## src/design/cpstr_settings.svh

```systemverilog
/*
 * Byte codes of the control-port stream link.
 * Include this in any file that needs the escape byte or a command code.
 * The escape byte must differ from the ping code.
 */
`ifndef CPSTR_SETTINGS_SVH
`define CPSTR_SETTINGS_SVH

`define CPSTR_ESC_CHAR 8'd27 // Escape byte in both directions.

`define CPSTR_CMD_PING 8'h50 // Escape code that asks for a reply.

`define CPSTR_RPL_PONG 8'h70 // Code sent after the escape byte in a reply.

`endif

```

## src/design/cpstr_pkg.sv

```systemverilog
/*
 * Shared types of the control-port stream link.
 * Modules take these by a wildcard import in their header.
 */
package cpstr_pkg;

    // One byte of any stream in the link.
    typedef logic [7:0] cpstr_byte_t;

    // Escaper FSM states.
    typedef enum logic [1:0] {
        ENC_IDLE = 2'd0, // Next payload byte or reply.
        ENC_DUP  = 2'd1, // Second copy of an escape byte.
        ENC_RPL  = 2'd2  // Pong code of a reply.
    } cpstr_enc_state_t;

    // Control event handed out of the top level.
    typedef struct packed {
        logic        strobe; // High for one cycle per event.
        cpstr_byte_t code;   // Escape code that caused it.
    } cpstr_evt_t;

endpackage

```

## src/design/cpstr_cmd.sv

```systemverilog
/*
 * Command block for escape codes.
 * A ping code raises a reply request that stays up until the escaper
 * acknowledges the pong beat; no further codes are taken meanwhile.
 * Every other code leaves as a registered one-cycle control event.
 */
`timescale 1ns/1ps
`include "cpstr_settings.svh"

module cpstr_cmd
    import cpstr_pkg::*;
(
    input  logic        clk,
    input  logic        rst,
    input  cpstr_byte_t i_code,
    input  logic        i_valid,
    output logic        o_ready,
    output logic        o_rpl_req,
    input  logic        i_rpl_ack,
    output cpstr_evt_t  o_evt
);

    localparam cpstr_byte_t PING = `CPSTR_CMD_PING;

    logic        code_take;
    logic        is_ping;
    logic        rpl_pend;
    logic        evt_strobe;
    cpstr_byte_t evt_code;

    assign is_ping   = (i_code == PING);
    assign o_ready   = !rpl_pend; // Stall codes behind an open reply.
    assign code_take = i_valid && o_ready;

    always_ff @(posedge clk or posedge rst) begin
        if (rst) begin
            rpl_pend <= 1'b0;
        end else if (code_take && is_ping) begin
            rpl_pend <= 1'b1;
        end else if (i_rpl_ack) begin
            rpl_pend <= 1'b0;
        end
    end

    always_ff @(posedge clk or posedge rst) begin
        if (rst) begin
            evt_strobe <= 1'b0;
        end else begin
            evt_strobe <= code_take && !is_ping;
        end
    end

    // Code of the latest event.
    always_ff @(posedge clk) begin
        if (code_take && !is_ping) begin
            evt_code <= i_code;
        end
    end

    assign o_rpl_req    = rpl_pend;
    assign o_evt.strobe = evt_strobe;
    assign o_evt.code   = evt_code;

endmodule

```

## src/design/cpstr_desc.sv

```systemverilog
/*
 * Stream de-escaper.
 * Passes bytes through until an escape byte arrives; that byte is dropped
 * and the byte after it is routed on its own. A second escape byte goes
 * to the payload output, any other byte to the escape output.
 * Purely combinational in the data path, one flag of state.
 */
`timescale 1ns/1ps
`include "cpstr_settings.svh"

module cpstr_desc
    import cpstr_pkg::*;
#(
    parameter cpstr_byte_t ESC_CHAR = `CPSTR_ESC_CHAR
) (
    input  logic        clk,
    input  logic        rst,
    input  cpstr_byte_t i_data,
    input  logic        i_valid,
    output logic        o_ready,
    output cpstr_byte_t o_data,
    output logic        o_valid,
    input  logic        i_ready,
    output cpstr_byte_t o_esc_data,
    output logic        o_esc_valid,
    input  logic        i_esc_ready
);

    localparam logic [1:0] ROUTE_MAIN = 2'd0;
    localparam logic [1:0] ROUTE_ESC  = 2'd1;
    localparam logic [1:0] ROUTE_DROP = 2'd2;

    logic       byte_recv;
    logic       esc_recv; // Previous accepted byte was an escape.
    logic       is_esc;
    logic [1:0] route;

    assign byte_recv = i_valid & o_ready;
    assign is_esc    = (i_data == ESC_CHAR);

    always_ff @(posedge clk or posedge rst) begin
        if (rst) begin
            esc_recv <= 1'b0;
        end else if (byte_recv) begin
            esc_recv <= !esc_recv && is_esc; // Escape pair ends here.
        end
    end

    always_comb begin
        if (esc_recv) begin
            route = is_esc ? ROUTE_MAIN : ROUTE_ESC;
        end else begin
            route = is_esc ? ROUTE_DROP : ROUTE_MAIN;
        end
    end

    always_comb begin
        o_valid     = 1'b0;
        o_esc_valid = 1'b0;
        o_ready     = 1'b0;
        case (route)
            ROUTE_MAIN: begin
                o_valid = i_valid;
                o_ready = i_ready;
            end
            ROUTE_ESC: begin
                o_esc_valid = i_valid;
                o_ready     = i_esc_ready;
            end
            default: begin
                o_ready = 1'b1; // Lone escape byte is swallowed.
            end
        endcase
    end

    assign o_data     = i_data;
    assign o_esc_data = i_data;

endmodule

```

## src/design/cpstr_enc.sv

```systemverilog
/*
 * Stream escaper.
 * Sends payload bytes out unchanged, except that an escape byte goes out
 * twice. On a reply request it inserts the pair escape byte, pong code
 * between whole payload units and pulses the acknowledge as the pong
 * beat is taken.
 */
`timescale 1ns/1ps
`include "cpstr_settings.svh"

module cpstr_enc
    import cpstr_pkg::*;
#(
    parameter cpstr_byte_t ESC_CHAR = `CPSTR_ESC_CHAR
) (
    input  logic        clk,
    input  logic        rst,
    input  cpstr_byte_t i_data,
    input  logic        i_valid,
    output logic        o_ready,
    input  logic        i_rpl_req,
    output logic        o_rpl_ack,
    output cpstr_byte_t o_data,
    output logic        o_valid,
    input  logic        i_ready
);

    localparam cpstr_byte_t PONG = `CPSTR_RPL_PONG;

    cpstr_enc_state_t state;
    cpstr_enc_state_t state_nxt;

    always_ff @(posedge clk or posedge rst) begin
        if (rst) begin
            state <= ENC_IDLE;
        end else begin
            state <= state_nxt;
        end
    end

    always_comb begin
        state_nxt = state;
        o_data    = i_data;
        o_valid   = 1'b0;
        o_ready   = 1'b0;
        o_rpl_ack = 1'b0;
        case (state)
            ENC_IDLE: begin
                if (i_rpl_req) begin
                    // Reply wins over a waiting payload byte.
                    o_data  = ESC_CHAR;
                    o_valid = 1'b1;
                    if (i_ready) begin
                        state_nxt = ENC_RPL;
                    end
                end else if (i_valid) begin
                    o_valid = 1'b1;
                    if (i_data == ESC_CHAR) begin
                        if (i_ready) begin
                            state_nxt = ENC_DUP; // Hold input for the copy.
                        end
                    end else begin
                        o_ready = i_ready; // Plain byte passes straight on.
                    end
                end
            end
            ENC_DUP: begin
                o_data  = ESC_CHAR;
                o_valid = 1'b1;
                o_ready = i_ready; // Input consumed with the second beat.
                if (i_ready) begin
                    state_nxt = ENC_IDLE;
                end
            end
            ENC_RPL: begin
                o_data  = PONG;
                o_valid = 1'b1;
                if (i_ready) begin
                    o_rpl_ack = 1'b1;
                    state_nxt = ENC_IDLE;
                end
            end
            default: begin
                state_nxt = ENC_IDLE;
            end
        endcase
    end

endmodule

```

## src/design/cpstr_port.sv

```systemverilog
/*
 * Control-port byte link, top level.
 * The input stream is de-escaped; payload is re-escaped on the way out,
 * and escape codes go to the command block. Pings are answered in the
 * output stream, other codes appear on the control event output.
 */
`timescale 1ns/1ps

module cpstr_port
    import cpstr_pkg::*;
(
    input  logic        clk,
    input  logic        rst,
    input  cpstr_byte_t i_data,
    input  logic        i_valid,
    output logic        o_ready,
    output cpstr_byte_t o_data,
    output logic        o_valid,
    input  logic        i_ready,
    output cpstr_evt_t  o_evt
);

    cpstr_byte_t pld_data;  // De-escaped payload.
    logic        pld_valid;
    logic        pld_ready;
    cpstr_byte_t esc_data;  // Escape codes.
    logic        esc_valid;
    logic        esc_ready;
    logic        rpl_req;
    logic        rpl_ack;

    cpstr_desc i_desc (
        .clk         (clk),
        .rst         (rst),
        .i_data      (i_data),
        .i_valid     (i_valid),
        .o_ready     (o_ready),
        .o_data      (pld_data),
        .o_valid     (pld_valid),
        .i_ready     (pld_ready),
        .o_esc_data  (esc_data),
        .o_esc_valid (esc_valid),
        .i_esc_ready (esc_ready)
    );

    cpstr_cmd i_cmd (
        .clk       (clk),
        .rst       (rst),
        .i_code    (esc_data),
        .i_valid   (esc_valid),
        .o_ready   (esc_ready),
        .o_rpl_req (rpl_req),
        .i_rpl_ack (rpl_ack),
        .o_evt     (o_evt)
    );

    cpstr_enc i_enc (
        .clk       (clk),
        .rst       (rst),
        .i_data    (pld_data),
        .i_valid   (pld_valid),
        .o_ready   (pld_ready),
        .i_rpl_req (rpl_req),
        .o_rpl_ack (rpl_ack),
        .o_data    (o_data),
        .o_valid   (o_valid),
        .i_ready   (i_ready)
    );

endmodule

```

## config.mk

```make
export PLATFORM = sky130hd
export DESIGN_NAME = cpstr_port
export DESIGN_NICKNAME = d
export VERILOG_FILES = /design/src/design/cpstr_pkg.sv /design/src/design/cpstr_cmd.sv /design/src/design/cpstr_desc.sv /design/src/design/cpstr_enc.sv /design/src/design/cpstr_port.sv
export VERILOG_INCLUDE_DIRS = /design/src /design/src/design
export SDC_FILE = /design/constraint.sdc
export NUM_CORES = 1
export LEC_CHECK = 0
export ABC_CLOCK_PERIOD_IN_PS = 6100
export BUFFER_PORTS_ARGS = -buffer_cell sky130_fd_sc_hd__buf_2
export CAP_MARGIN = 10
export CORE_UTILIZATION = 50
export DETAILED_ROUTE_END_ITERATION = 8
export GPL_ROUTABILITY_DRIVEN = 0
export PLACE_DENSITY = 0.82
export REMOVE_ABC_BUFFERS = 1
export SKIP_LAST_GASP = 1
export SLEW_MARGIN = 15
export SYNTH_ARGS = -nofsm -noshare
export SYNTH_HDL_FRONTEND = slang
export SYNTH_SLANG_ARGS = --single-unit
```

## constraint.sdc

```tcl
create_clock -name clk -period 6.1 [get_ports clk]
set_clock_uncertainty 0.15 [all_clocks]
set_input_delay 0.915 -clock clk [delete_from_list [all_inputs] [get_ports clk]]
set_output_delay 0.915 -clock clk [all_outputs]
set_load 0.1 [all_outputs]
```

; ---- Word level (Yosys, flattened, before mapping)
; Index checks and enable logic that the tools add are counted.
[classes]
n_reduce_logical = 12
muxes = 26
bitwise_logic = 1
n_eq_ne = 10
[ops]
columns = operator, count
row1 = $pmux 8 s3, 1
row2 = $mux 2, 8
row3 = $mux 1, 12
row4 = $ne 3x3->1 const B, 3
row5 = $eq 8x5->1 const B, 1
row6 = $eq 8x7->1 const B, 1
row7 = $mux 8, 1
row8 = $pmux 1 s2, 3
row9 = $reduce_and 5->1, 1
row10 = $eq 2x1->1 const B, 2
row11 = $logic_and 1x1->1, 4
row12 = $logic_not 2->1, 2
row13 = $ne 4x4->1 const B, 1
row14 = $pmux 2 s2, 1
row15 = $logic_not 1->1, 3
row16 = $eq 2x2->1 const B, 1
row17 = $ne 2x1->1 const B, 1
row18 = $reduce_bool 2->1, 1
row19 = $reduce_or 2->1, 1
row20 = $and 1x1->1, 1
[totals]
ff_bits = 13
inputBits = 12
out_inout_bits = 19

; ---- Longest topological paths before layout
; Gate-level depths: netlist of the first run.
[depth]
word_depth = 10
mapped_depth = 6
mapped_depth_nobuf = 6

; ---- By module
; Synthesis of the first run repeated with hierarchy kept, for this count alone.
[hier_totals]
hier_cells = 100
area_unflattened_um2 = 1013.5
[modules_own_cells]
columns = mod, seq_area_each_um2, cells_each, instances, area_per_inst_um2
row1 = cpstr_enc, 50.0, 50, 1, 397.9
row2 = cpstr_cmd, 290.3, 19, 1, 362.8
row3 = cpstr_desc, 25.0, 31, 1, 252.7

; ---- Least setup slack after synthesis of the first run
; OpenSTA, ideal clock, no wires.
[synth_timing]
kind = input to output
start = input i_data[2]
end = output o_valid
path_stages = 6
arrival_time_ps = 3245
path_slack_ps = 1790
cell_sequence = or4b_4 nor2_1 ha_1 a21o_1 a21oi_1 nor2_1
[synth_between]
elab_chain_len = 8
[synth_rtl]
columns = element, line
row1 = start: declaration, cpstr_port.sv:14  ; input cpstr_byte_t i_data,
row2 = $eq 8x5->1 (*), cpstr_desc.sv:39  ; assign is_esc = (i_data == ESC_CHAR);
row3 = $mux 1 / $mux 2 (equally long branches), "cpstr_desc.sv:51, cpstr_desc.sv:53"
row4 = $mux 2 (*), cpstr_desc.sv:50  ; if (esc_recv) begin
row5 = $logic_not 2->1 (*), cpstr_desc.sv:61  ; case (route)
row6 = $mux 1 (*), cpstr_desc.sv:61
row7 = $mux 1 (*), cpstr_enc.sv:56  ; end else if (i_valid) begin
row8 = $mux 1 (*), cpstr_enc.sv:49  ; if (i_rpl_req) begin
row9 = $pmux 1 s2 (*), cpstr_enc.sv:47  ; case (state)
row10 = end: declaration, cpstr_port.sv:18  ; output logic o_valid,
; Every way passes the cells marked *; elsewhere a longest branch is shown, timed or not.

; ---- Worst setup path after layout of the first run
[layout_timing]
start = input i_data[2]
end = output o_ready
[layout_between]
elab_chain_len = 9
[layout_rtl]
columns = element, line
row1 = $eq 8x5->1 (*), "cpstr_desc.sv:39, cpstr_enc.sv:58"
row2 = $mux 1 / $mux 2 (equally long branches), "cpstr_desc.sv:51, cpstr_desc.sv:53"
row3 = $mux 2, cpstr_desc.sv:50
row4 = $logic_not 2->1, cpstr_desc.sv:61
row5 = $mux 1, cpstr_desc.sv:61
row6 = $mux 1, cpstr_enc.sv:56
row7 = $mux 1, cpstr_enc.sv:49
row8 = $pmux 1 s2, cpstr_enc.sv:47
row9 = $pmux 1 s2 (*), cpstr_desc.sv:61
row10 = end: declaration, cpstr_port.sv:16  ; output logic o_ready,
; Marks and branches as above.

==> results.txt, run 1 <==
Count of endpoints failing hold in the final timing report: 0. For this run, the detailed router's first-pass iteration total came to 4. In the layout the commonest cells are buf_2 (30), nor2_1 (11), nand2_1 (8), edfxtp_1 (8). The count of yosys warnings during synthesis is 0, and the gate count of the mapped netlist is 75. The path type of the worst min-delay path is in -> async.

The number of I/O port buffers works out to 30. The worst setup path is captured at a primary output. The tools report the final max-slew violation count as 0.

The cts-stage hold buffer count was 0. The share of layout cells above drive strength 1 was 0.402; the xor-xnor portion of the synthesized cell area was 0. The overall fraction of global-route tracks in use is 0.221. The repair_antennas step left the layout with diodes totalling 0. The worst endpoint data arrival time was 2.86 ns; the chip width was 41.7 µm.

The complex-gate fraction of the synthesized area was 0.173. Clock-pin slew was measured on the worst setup and hold paths at 0.08 ns. The number of vias after detailed routing is 684. Post-CTS repair changed the size of 0 cells. The beginning of the worst register-to-register path was i_enc.state[0]$_DFFE_PP0P_. The tools report the top-level I/O count as 31. The most critical setup path has its endpoint at o_ready.

The synthesized design contains 8 enable-type register cells. Counting cells, the worst reg-to-reg path comes to 5. In this run the worst setup path begins at i_data[2].

The run finished with clean final reports. Post-synthesis share of cell area spent on full adders, half adders and majority gates: 0.0951. Leaving out fill and tap cells, the most frequent cell in the layout is buf_2. The mux cell area share after synthesis is 0, and the endpoint required time on the critical path is 5.03 ns. For the worst-skew pair, the clock arrives at the later sink with an insertion delay of 0.27 ns. The initial antenna violation count was 0; the synthesized-area fraction occupied by and/or/nand/nor cells was 0.225.

After synthesis the cells add up to 790 µm². The async set-or-reset flop fraction in the synthesized netlist works out to 0.385. Synthesis instantiated 31 different standard cells from the library. The ratio of final minimum period to clock period works out to 0.644. The register area share after synthesis is 0.463, and the average detailed-routed wire length per instance is 14.0 µm. Setup violations remaining at the end of the flow were counted as 0. Synthesis inferred 13 register bits. Including well taps, the total number of placed cells is 118.

In this run the post-CTS setup repair buffer count came out at 0. The clock drives 13 sinks. Adding up every negative setup slack in the final design gives 0 ns.

Clock tree synthesis selected as its root buffer the cell clkbuf_4. The floorplan core area came out at 1380 µm². The worst setup path is launched from an input pin. After legalization and detailed placement, the total HPWL measured 1360 µm. For this block, the routed nets add up to 1710 µm of wire. The worst-case register-to-register setup slack was 4.39 ns; the vertical die dimension was 41.7 µm. The tools report the remaining max-slew budget at the tightest pin as 0.562.

In this run, the number of DRC markers left after iteration 0 of detailed routing was 11. After detailed routing, the number of remaining DRC violations is 0. The starting density of the core was 0.571.

The utilization of the core after routing is 0.707, and the maximum clock insertion buffer count is 2. In this run the critical register-to-register path is captured at i_desc.esc_recv$_DFFE_PP0P_. Setup repair after global routing left no endpoint under its margin. Classification of the worst setup path: in -> out.

The CTS H-tree depth is 1, and the number of vias per cell is 5.61. The tools report the wire length of the first global-routing pass as 2910 µm. A synthesized cell averages 10.5 µm². Global routing finished with a remaining overflow of 0. The combinational family with the most area after synthesis is simple AND/OR/NAND/NOR gates.

Commonest register cell after synthesis: edfxtp_1. The final layout contains 126 nets. For the pin with the worst max-slew slack, the measured transition is 0.654 ns.

The number of buffers created by CTS came out at 3. The count of antenna-violating nets left after detailed routing is 0, and the count of maximum capacitance violations is 0. The area growth from synthesis to layout is 23.8%. The die covers 1740 µm². Entering global routing, the biggest net connects 11 pins. TritonCTS built the clock tree. For the via count of the first global-routing pass, the log shows 639. In this run the worst path has a maximum fanout of 5.

The floorplan has 13 rows. The worst path needs 3.93 ns of the cycle, external delays included. The final instance count without filler cells was 122; the upper clock frequency limit was 255 MHz.
through the flow:
step	hold WS [ns]	cell area [µm²]	setup WS (ns)
floorplan	0.351	777	1.79
global placement	0.376	946	2.26
detailed placement	0.380	946	2.19
CTS	0.382	972	2.17
global route	0.382	977	2.08
finish	0.373	977	2.17
worst min-delay path by stage:
stage | from | endpoint
2_1_floorplan | i_desc.esc_recv$_DFFE_PP0P_ | i_desc.esc_recv$_DFFE_PP0P_
3_3_place_gp | i_desc.esc_recv$_DFFE_PP0P_ | i_desc.esc_recv$_DFFE_PP0P_
3_5_place_dp | i_desc.esc_recv$_DFFE_PP0P_ | i_desc.esc_recv$_DFFE_PP0P_
4_1_cts | rst | i_cmd.evt_strobe$_DFF_PP0_
5_1_grt | rst | i_cmd.evt_strobe$_DFF_PP0_
6_report | rst | i_cmd.evt_strobe$_DFF_PP0_
layer usage:
| layer | share of wire | up-vias | wire (µm) | global-route usage |
|---|---|---|---|---|
| met5 | 0 | - | 0 | 0 |
| met4 | 0.017 | 0 | 29 | 0.0581 |
| met3 | 0.048 | 6 | 82 | 0.0435 |
| met2 | 0.50 | 31 | 854 | 0.391 |
| met1 | 0.43 | 317 | 741 | 0.272 |
| li1 | - | 330 | - | - |
layout make-up:
cell class,count,area [µm²]
sequential,13,365
multi-input combinational,54,394
timing repair buffer,30,150
fill,113,405
tap,15,18.8
clock buffer,4,26.3
inverter,6,22.5
flip-flops by register name, summed over array words and instances (netlist names):
| signal | flops |
|---|---|
| i_enc.state | 2 |
| i_desc.esc_recv | 1 |
| i_cmd.evt_code | 8 |
| i_cmd.evt_strobe | 1 |
| i_cmd.o_rpl_req | 1 |
worst max-delay path, stage by stage:
cell      delay [ns]
buf_2           0.11
or4b_4          0.58
nor2_1          0.19
ha_1            0.30
and3_1          0.16
a211oi_1        0.23
nand2_1         0.08
buf_2           0.30
synthesized netlist by cell type (2+ instances only):
library cell  instances  area (µm²)
inv_1                 6        22.5
ha_1                  6        75.1
nor3_1                2        10.0
nand2_1               8        30.0
o21ai_0               2        10.0
nor2_1               11        41.3
nor2b_1               2        12.5
dfrtp_1               5         125
edfxtp_1              8         240
a21o_1                3        22.5
o21ba_2               2        20.0
cells by family (layout without fill, tap and decap cells):
family                   Yosys count  after routing
adder cells (fa/ha/maj)            6              6
AO/OA/AOI/OAI                     15             15
buffers and inverters              8             40
AND/OR/NAND/NOR                   33             33
flip-flops                        13             13
Power of run 1 is not shown: default switching activity piles up to over one toggle a cycle in this logic, so the estimate is an artifact.
==> run 2: changes to the inputs <==
--- a/config.mk
+++ b/config.mk
@@ -6,13 +6,13 @@
 export SDC_FILE = /design/constraint.sdc
 export NUM_CORES = 1
 export LEC_CHECK = 0
-export ABC_CLOCK_PERIOD_IN_PS = 6100
+export ABC_CLOCK_PERIOD_IN_PS = 4000
 export BUFFER_PORTS_ARGS = -buffer_cell sky130_fd_sc_hd__buf_2
 export CAP_MARGIN = 10
-export CORE_UTILIZATION = 50
+export CORE_UTILIZATION = 46
 export DETAILED_ROUTE_END_ITERATION = 8
 export GPL_ROUTABILITY_DRIVEN = 0
-export PLACE_DENSITY = 0.82
+export PLACE_DENSITY = 0.76
 export REMOVE_ABC_BUFFERS = 1
 export SKIP_LAST_GASP = 1
 export SLEW_MARGIN = 15
==> constraint.sdc (replaced) <==
create_clock -name clk -period 4 [get_ports clk]
set_clock_uncertainty 0.15 [all_clocks]
set_input_delay 0.6 -clock clk [delete_from_list [all_inputs] [get_ports clk]]
set_output_delay 0.6 -clock clk [all_outputs]
set_load 0.1 [all_outputs]
==> results.txt, run 2 (synthesis gave the netlist of run 1 again) <==
TritonCTS built the clock tree. Timing analysis after detailed placement gives a worst setup slack of 0.719 ns. The library cell used most frequently in the layout, excluding fill and tap cells, is buf_2. The checks that failed: design-rule violations. The count of endpoints failing hold in the final timing report was 0. Setup repair after global routing left no endpoint under its margin. The tools report the pin count of the biggest net entering global routing as 11. The startpoint type of the worst setup path was an input pin. The setup-violating endpoint count in the final report is 0, and the ratio of final minimum period to clock period is 0.824. The number of diodes added for antenna fixing was 0.

The root buffer cell chosen for the clock tree is clkbuf_4. The worst endpoint data arrival time is 2.54 ns. Counting every sink on the clock net gives 13. The worst path in the final design needs a cycle of 3.29 ns, including I/O delays and setup. The top-level I/O count is 31. The startpoint identified for the worst register-to-register timing path is i_enc.state[0]$_DFFE_PP0P_. The run finished, with violations left.

Actual transition at the worst max-transition pin: 0.492 ns. After detailed routing, the average wire length per cell comes to 13.2 µm. The post-CTS setup-driven buffer insertion count is 0, and the full die area is 1890 µm². The total of fill cells in the finished design was 134; the number of I/O port buffers was 30. The vertical die dimension works out to 43.4 µm. The tools report the utilization of the core after routing as 0.630. In the final layout, the registers with the most flip-flops are i_cmd.evt_code x8, i_enc.state x2. Once detail routing completed, the nets flagged for antenna violations numbered 0.

The run gives 668 as the number of vias after detailed routing. The tools report the standard-cell row count as 14. For the count of maximum capacitance violations, the log shows 0. No sink is reached through more buffers than the 2 on the longest clock path. Of all nets on the critical path, the largest fanout is 5.

The cts-stage hold buffer count is 0. The min-delay analysis places its worst path in the category in -> async. The top register by number of flip-flops is i_cmd.evt_code.

Classification of the worst setup path: in -> out. STA puts the critical path data required time at 3.25 ns. For this run, design rule violations remaining after detail routing come to 8. The register with the most flip-flops in the layout has 8 of them.

The number of nets at the end of the flow is 127, and the clock latency on the worst-skew pair is 0.28 ns. The sum of routed wire length over all layers was 1640 µm; the number of cells upsized or downsized after cts was 0. The worst setup path is captured at a primary output.

Final max-slew violation count: 0. The run gives 0 as the initial antenna violation count. The clock-pin slew of the registers on the worst-case setup and hold paths is 0.08 ns. Leaving out fill and tap cells, the most frequent cells in the layout are buf_2 (30), nor2_1 (11), nand2_1 (8), edfxtp_1 (8).

The remaining max-slew budget at the tightest pin is 0.674. The tools report the wire length of the first global-routing pass as 2760 µm. The share of layout cells above drive strength 1 came out at 0.407.

The wire-length estimate of the detail-placed layout is 1290 µm. The die is 43.4 µm wide. The overflow left after global routing is 0. The tools report the starting density of the core as 0.506. For the violation count after the first detailed-routing iteration, the log shows 29. For the number of buffers created by CTS, the log shows 3. The via count of the first global-routing pass was 598. The worst path meets setup with 0.705 ns of slack.

The detailed-routing iteration count for the pre-antenna-repair pass is 7. The floorplan step defined a core boundary enclosing 1560 µm². For this run, the top clock speed supported by timing is 304 MHz. For the final routed database, the setup TNS stands at 0 ns. Start point of the critical path: i_data[2]. From synthesis to final layout, the design area changed by 24.4%. The overall fraction of global-route tracks in use came out at 0.204.

After detailed routing, the number of vias per cell comes to 5.39. The CTS H-tree depth is 1.
## run 2: final timing paths
path,end,slack (ns),cells after the start
worst max register to register,i_desc.esc_recv$_DFFE_PP0P_,2.31,5
max in group asynchronous,i_enc.state[1]$_DFFE_PP0P_,3.48,2
min in group clk,i_cmd.evt_code[2]$_DFFE_PP_,0.37,1
worst max-delay path,o_ready,0.71,8
worst min-delay path,i_cmd.evt_strobe$_DFF_PP0_,0.05,2
worst min register to register,i_desc.esc_recv$_DFFE_PP0P_,0.39,1
## run 2: per-layer routing
layer | GRT usage | up-vias | wire length [µm] | part of all wire
met5 | 0 | - | 0 | 0
met4 | 0.0938 | 0 | 28 | 0.017
met3 | 0.0375 | 4 | 74 | 0.045
met2 | 0.333 | 24 | 783 | 0.48
met1 | 0.262 | 309 | 755 | 0.46
li1 | - | 331 | - | -
## run 2: final cells by class
class / instances / area, µm² / area share
Inverter: 6 / 22.5 / 0.0229
Tap cell: 16 / 20.0 / 0.0204
Timing Repair Buffer: 31 / 158 / 0.161
Clock buffer: 3 / 22.5 / 0.0229
Sequential cell: 13 / 365 / 0.372
Multi-Input combinational cell: 54 / 389 / 0.396
Clock inverter: 1 / 5.00 / 0.00510
## run 2: stage by stage
step,area (µm²),std cells,hold WS (ns)
finish,982,124,0.0477
global route,982,124,0.0659
detailed placement,955,120,0.362
CTS,982,124,0.0606
global placement,955,120,0.362
floorplan,777,73,0.229
## run 2: worst max-delay path, cell delays in order
cell	delay (ns)
buf_2	0.11
or4b_4	0.58
nor2_1	0.18
ha_1	0.30
and3_1	0.16
a211oi_1	0.24
nand2_1	0.07
buf_2	0.30
Power of run 2 is left out for the same reason.
